`config.mk`:
```
export PLATFORM = sky130hd
export DESIGN_NAME = inv_result_collect
export DESIGN_NICKNAME = d
export VERILOG_FILES = /design/src/hdl/ecdsa_pkg.sv /design/src/hdl/inv_result_collect.sv
export VERILOG_INCLUDE_DIRS = /design/src /design/src/hdl
export SDC_FILE = /design/constraint.sdc
export NUM_CORES = 1
export LEC_CHECK = 0
export ABC_AREA = 0
export BUFFER_PORTS_ARGS = -buffer_cell sky130_fd_sc_hd__clkbuf_2
export CAP_MARGIN = 20
export CORE_AREA = 8 8 519 521
export CTS_CLUSTER_DIAMETER = 120
export CTS_CLUSTER_SIZE = 8
export DETAILED_ROUTE_END_ITERATION = 7
export DIE_AREA = 0 0 527 529
export SYNTH_ARGS = -nofsm -noshare
export SYNTH_HDL_FRONTEND = slang
export SYNTH_SLANG_ARGS = --single-unit
```
`constraint.sdc`:
```
create_clock -name i_clk -period 16.95 [get_ports i_clk]
set_input_delay 2.5425 -clock i_clk [delete_from_list [all_inputs] [get_ports i_clk]]
set_output_delay 2.5425 -clock i_clk [all_outputs]
set_load 0.05 [all_outputs]
```
`src/hdl/ecdsa_defs.svh`:
```
`ifndef ECDSA_DEFS_SVH
`define ECDSA_DEFS_SVH

`default_nettype none

// Number of parallel inverse lanes, 1 to 8
`define INV_LANES 4

// Data words after a VERIFY_SIG header
// s (4), r (4), hash (4), Q (8)
`define SIG_WORDS 20

// Command code of a signature verification packet
`define CMD_VERIFY_SIG 8'h01

`default_nettype wire

`endif

```
`src/hdl/ecdsa_pkg.sv`:
```
`default_nettype none

package ecdsa_pkg;

  // secp256k1 group order n
  localparam logic [255:0] ECDSA_N =
    256'hFFFFFFFF_FFFFFFFF_FFFFFFFF_FFFFFFFE_BAAEDCE6_AF48A03B_BFD25E8C_D0364141;

  // Header word at the start of every packet
  typedef struct packed {
    logic [7:0]  cmd;
    logic [7:0]  tag;
    logic [15:0] len;
    logic [31:0] reserved;
  } cmd_hdr_t;

  // One stream word, read as header or as raw data
  typedef union packed {
    cmd_hdr_t    hdr;
    logic [63:0] dat;
  } cmd_word_u;

  // Command stream beat
  typedef struct packed {
    cmd_word_u word;
    logic      val;
    logic      eop;
  } cmd_beat_t;

  // Job handed to an inverse lane
  typedef struct packed {
    logic [7:0]   tag;
    logic [255:0] s;
    logic         bad_s;
    logic         bad_r;
  } inv_job_t;

  // Result of one lane, w = s^-1 mod n
  typedef struct packed {
    logic [7:0]   tag;
    logic [255:0] w;
    logic         bad_s;
    logic         bad_r;
  } inv_res_t;

endpackage

`default_nettype wire

```
`src/hdl/inv_result_collect.sv`:
```
`timescale 1ns/1ps
`include "ecdsa_defs.svh"
`default_nettype none

module inv_result_collect import ecdsa_pkg::*; (
  input  wire                         i_clk,
  input  wire                         i_rst,
  input  inv_res_t [`INV_LANES-1:0]   i_lane_res,
  input  wire [`INV_LANES-1:0]        i_lane_done,
  output logic [`INV_LANES-1:0]       o_lane_ack,
  output inv_res_t                    o_res,
  output logic                        o_res_val,
  input  wire                         i_res_rdy
);

  localparam int LANES = `INV_LANES;
  localparam int IDX_W = (LANES > 1) ? $clog2(LANES) : 1;

  logic [IDX_W-1:0] pick_idx;
  logic             load_en;
  logic             take;

  // Lowest numbered done lane has priority
  always_comb begin
    pick_idx = '0;
    for (int i = LANES - 1; i >= 0; i--) begin
      if (i_lane_done[i])
        pick_idx = IDX_W'(i);
    end
  end

  // Output register is free or drains this cycle
  assign load_en    = !o_res_val || i_res_rdy;
  assign take       = load_en && (|i_lane_done);
  assign o_lane_ack = take ? (LANES'(1) << pick_idx) : '0;

  always_ff @(posedge i_clk) begin
    if (i_rst) begin
      o_res_val <= 1'b0;
    end else if (take) begin
      o_res_val <= 1'b1;
    end else if (i_res_rdy) begin
      o_res_val <= 1'b0;
    end
  end

  // Holds while stalled
  always_ff @(posedge i_clk) begin
    if (take)
      o_res <= i_lane_res[pick_idx];
  end

endmodule

`default_nettype wire

```
# == Word-level counts from Yosys, hierarchy flattened ==
# Index checks and enable logic that the tools add are counted.
# word_totals
regBits,267
latch_bits,0
mem_bits_rw,0
romBits,0
input_bits,1071
output_inout_bits,271
word_cells,21
n_memories,0
# classes
addsub,0
n_mul,0
div_mod_pow,0
magnitude_cmp,1
eq_ne,0
shifts,1
muxes,9
bitwise_logic,0
n_reduce_logical,5
# ops
cell,count
binary-select mux 266 bit (select 2 bit),1
2-to-1 mux 266 bit,1
2-to-1 mux 2 bit,4
2-to-1 mux 4 bit,1
OR reduction 4 bit,1
"<< shifter 1 x 2 -> 4 bit, first input constant",1
"less-than comparator 2 x 3 -> 1 bit, second input constant",1
2-to-1 mux 1 bit,2
nonzero test 2 bit,1
logical AND 1 bit,1
zero test 1 bit,1
logical OR 1 bit,1

# == Longest topological paths before layout ==
# logic_depth
depth_word,6
mapped_depth,7
depth_no_buf,3

# == Worst setup path after synthesis ==
# Ideal clock, no wire load.
# synth_path
kind,in2reg
startpoint,input i_lane_done[1]
endpoint,"register o_res[0] (netlist name), enable pin"
setup_time_ns,0.984
arrival_ns,16.056
required_ns,15.966
path_slack_ns,-0.090
stages,6
n_path_buf,4
path_cell_list,buf_2 -> buf_4 -> buf_4 -> clkbuf_1 -> nor2_1 -> a21oi_1
# synth_via
elab_chain_len,2
# synth_lines
item,line_no,text
"start, declared",inv_result_collect.sv:9,"input wire [`INV_LANES-1:0] i_lane_done,"
OR reduction 4 bit,inv_result_collect.sv:34,assign take = load_en && (|i_lane_done);
logical AND 1 bit,inv_result_collect.sv:34,
named net take,inv_result_collect.sv:21,logic take;
"end signal, assigned",inv_result_collect.sv:50,o_res <= i_lane_res[pick_idx];
"end, declared",inv_result_collect.sv:11,"output inv_res_t o_res,"
# The timed path passes the listed nets, and every way through them passes these cells.
# A chain may end at the register's enable or synchronous reset.

# == Final worst setup path ==
# layout_path
startpoint,input i_lane_done[1]
endpoint,output o_lane_ack[1]
# layout_via
elab_chain_len,4
word_cells_on_any_way,6
classes_between,1 x shift; 3 x mux; 2 x reduce/logical
# layout_lines
item,line_no,text
2-to-1 mux 2 bit (2 in series),inv_result_collect.sv:27,if (i_lane_done[i])
<< shifter 1 x 2 -> 4 bit,inv_result_collect.sv:35,assign o_lane_ack = take ? (LANES'(1) << pick_idx) : '0;
2-to-1 mux 4 bit (*),inv_result_collect.sv:35,
"end, declared",inv_result_collect.sv:10,"output logic [`INV_LANES-1:0] o_lane_ack,"
# Every way passes the cells marked *; elsewhere a longest branch is shown, timed or not.

==> summary.txt <==
Die
  – DIE AREA: 279,000 sq um
  – Starting density of the core: under 10%
  – Core region area: 261,000 sq um
  – I/O pin count: 1,342
  – Die span in x: roughly 530 um
  – Number of placement rows: between 150 and 200
  – Height of the die: between 500 and 600 um

Clock tree
  – Post-cts sizing count: 0
  – Number of post-CTS setup repair buffers: 0
  – Number of buffers on the longest clock path: 3
  – H-tree Lvls: 2
  – Clock network latency to the later pin of the worst-skew pair: about 0.62 ns
  – CTS tree: built
  – Total CTS buffers: 41
  – Sink count of the clock tree: ~270
  – Hold Buf Count CTS: 0
  – Clock slew at the register clock pins of the worst setup and hold paths: 0.05 ns
  – Master cell of the clock root buffer: clkbuf_16

Final layout
  – Area of the multi-input gates: 6420 sq um
  – Leading cell types in the layout, fill and taps excluded: clkbuf_2 (1,338), inv_1 (267), a21oi_1 (267)
  – Fraction of final layout cells sized beyond drive strength 1: 51.4%
  – Fillers: between 30,000 and 40,000
  – Number of nets in the final layout: roughly 3,800
  – Non-filler instance count after layout: 6,227
  – Most common library cell in the layout ignoring fill and taps: clkbuf_2
  – Post-layout instance area: around 28,000 sq um
  – Synth-to-Final Area Change: 70.8%
  – FF/Latch Area: approximately 8000 sq um

Routing
  – Initial DRC Count: 1,963
  – Post-route DRC violation count: 0
  – Number of antenna-violating nets in the routed design: 0
  – Ratio of routed vias to standard cells: between 3 and 4
  – Average wire length per cell after detail routing: 34.6 um
  – Count of TritonRoute iterations in the first routing pass: 5
  – Number of vias after detailed routing: 20,592
  – Detailed Route WL: 216,000 um

Synthesis
  – Sequential area share after synthesis: 48.9%
  – Number of nets in the synthesized netlist: 2,595
  – Number of synthesized register bits: 267
  – Post-synthesis instance total: 1,524
  – Warnings, synthesis: 0
  – Post-Synthesis Cell Area: ~16,000 sq um
  – Count of unique library cells instantiated by Yosys: 16
  – Post-Synthesis Mean Instance Area: approximately 11 sq um

Power
  – Sum of internal, switching and leakage power: roughly 2.6 mW
  – Power density of the placed cells: 92.1 nW/um^2
  – Peak VDD IR: 0.0000629 V
  – Static Leakage: 12.8 nW

Placement
  – Post-DP HPWL: 192,000 um
  – Placed Cells: 6,137
  – IO Port Bufs: between 1,000 and 1,500
  – Placed standard-cell area: 26,700 sq um
  – Worst slack, placed: between 9 and 10 ns
  – Placer's final routability congestion estimate: 1.01

Setup path
  – Slowest CP cell: buf_4
  – Critical path fanouts, max: 77
  – Critical setup path kind: in2out
  – Logic depth of the worst register-to-register path: 7
  – Maximum cell stage delay along the critical path: between 0.5 and 0.6 ns
  – Cell Chain, Critical Path: buf_8 > buf_4 > inv_1 > nor3_1 > clkbuf_2
  – Reg-to-reg startpoint: o_res_val
  – Worst setup slack for register-to-register paths: 12.79 ns
  – Number of buffer and inverter stages on the critical path: 4
  – Worst setup EP type: output port
  – First element of the critical path: i_lane_done[1]
  – Critical path required time: between 10 and 15 ns
  – CP startpoint kind: input port
  – Capture point of the worst reg-to-reg path: o_res[115]
  – Data arrival, critical path: ~4.4 ns
  – Instance count on the critical path: 5
  – Crit path max-delay family: buffers and inverters
  – Endpoint of the most critical setup path: o_lane_ack[1]

STA
  – Tmin final: 6.93 ns
  – Worst max-slew margin expressed relative to the limit: 18.6%
  – Setup TNS after final layout: 0 ns
  – Skew final: 0.0290 ns
  – Highest clock frequency the design can meet: 144 MHz
  – Final setup violation count: 0
  – Portion of the clock cycle consumed by the worst path in the final layout: 40.9%
  – Max-slew violation count: 0
  – Setup repair after global routing missed its margin: false
  – Final count of hold timing violations: 0
  – Transition time at the pin with the least slew margin: approximately 1.2 ns
  – Setup slack after layout: 10.02 ns

Global routing
  – Global-route wire length before repair: 259,000 um
  – GRT Resource Usage Total: 14.5%
  – Number of global-route vias before repair: 20,275
  – Pin count of the biggest net entering global routing: 100
  – Overflow after GRT: 0
  – Antenna violations before repair: 196

Worst hold path
  – Number of cells on the worst hold path: 4
  – Type of the most critical hold path: reg2reg

Status
  – Run status: completed

Job
  – Max Cap Viol: 0
## tightest hold or removal path, cell delays in order, from the launching register on
cell and delay [ns]:
dfxtp_1 0.47, nor2b_1 0.17, buf_4 0.18, nor3_1 0.09, a21oi_1 0.15
## layer usage
layer	up-vias	part of all wire [%]	track usage (%)	routed length (um)
met2	1656	43	22.6	93000
li1	8551	-	-	-
met4	82	2.9	3.16	6200
met3	336	14	8.31	30000
met5	-	0.35	0.598	759
met1	9967	40	17.4	85700
## how the worst min path moves through the flow
stage / endpoint / slack, ns / start
2_1_floorplan: o_res_val / 1.02 / o_res_val
3_3_place_gp: o_res_val / 1.22 / o_res_val
3_5_place_dp: o_res_val / 1.18 / o_res_val
4_1_cts: o_res_val / 1.20 / o_res_val
5_1_grt: o_res_val / 1.21 / o_res_val
6_report: o_res_val / 1.11 / o_res_val
## cell families (layout without fill, tap and decap cells)
group | count (synthesis) | after routing | share of synthesized area, %
compound gates | 801 | 801 | 38.7
buf+inv | 447 | 1691 | 12.1
flops | 267 | 267 | 48.9
simple gates | 9 | 9 | 0.298
other cells | 0 | 39 | 0
## metrics by stage
step,hold WS [ns],util [%]
after floorplan,1.02,-
after global placement,1.22,10.2
after detailed placement,1.18,10.2
after CTS,1.20,10.7
after global routing,1.21,10.7
final,1.11,10.7
## sequential cells by signal, indices dropped and copies added (netlist names)
| register | flops |
|---|---|
| o_res | 266 |
| o_res_val | 1 |
## layout make-up
| class | instances | share of cell area, % |
|---|---|---|
| Antenna cell | 39 | 0.349 |
| Sequential cell | 267 | 28.6 |
| Clock buffer | 44 | 3.79 |
| Clock inverter | 7 | 0.425 |
| Timing Repair Buffer | 1373 | 25.0 |
| Inverter | 267 | 3.58 |
| Multi-Input combinational cell | 810 | 22.9 |
| Tap cell | 3420 | 15.3 |
## synthesized netlist by cell type
cell      count  area [sq um]
a21o_1        1          7.51
a21oi_1     268          1340
a221o_1     266          2660
a22o_1      266          2330
and2_1        2          12.5
buf_1         3          11.3
buf_2        29           145
buf_4         9          67.6
buf_6        30           338
clkbuf_1    109           409
dfxtp_1       1          20.0
edfxtp_1    266          7990
inv_1       267          1000
nor2_1        2          7.51
nor2b_1       3          18.8
nor3_1        2          10.0
## where the power goes
group	leakage (nW)	switching, mW	internal (mW)
sequential	2.74	0.0337	0.819
clock	0.577	0.367	0.483
combinational	9.46	0.641	0.233
total	12.8	1.04	1.53
Power figures use the tool's default switching activity.
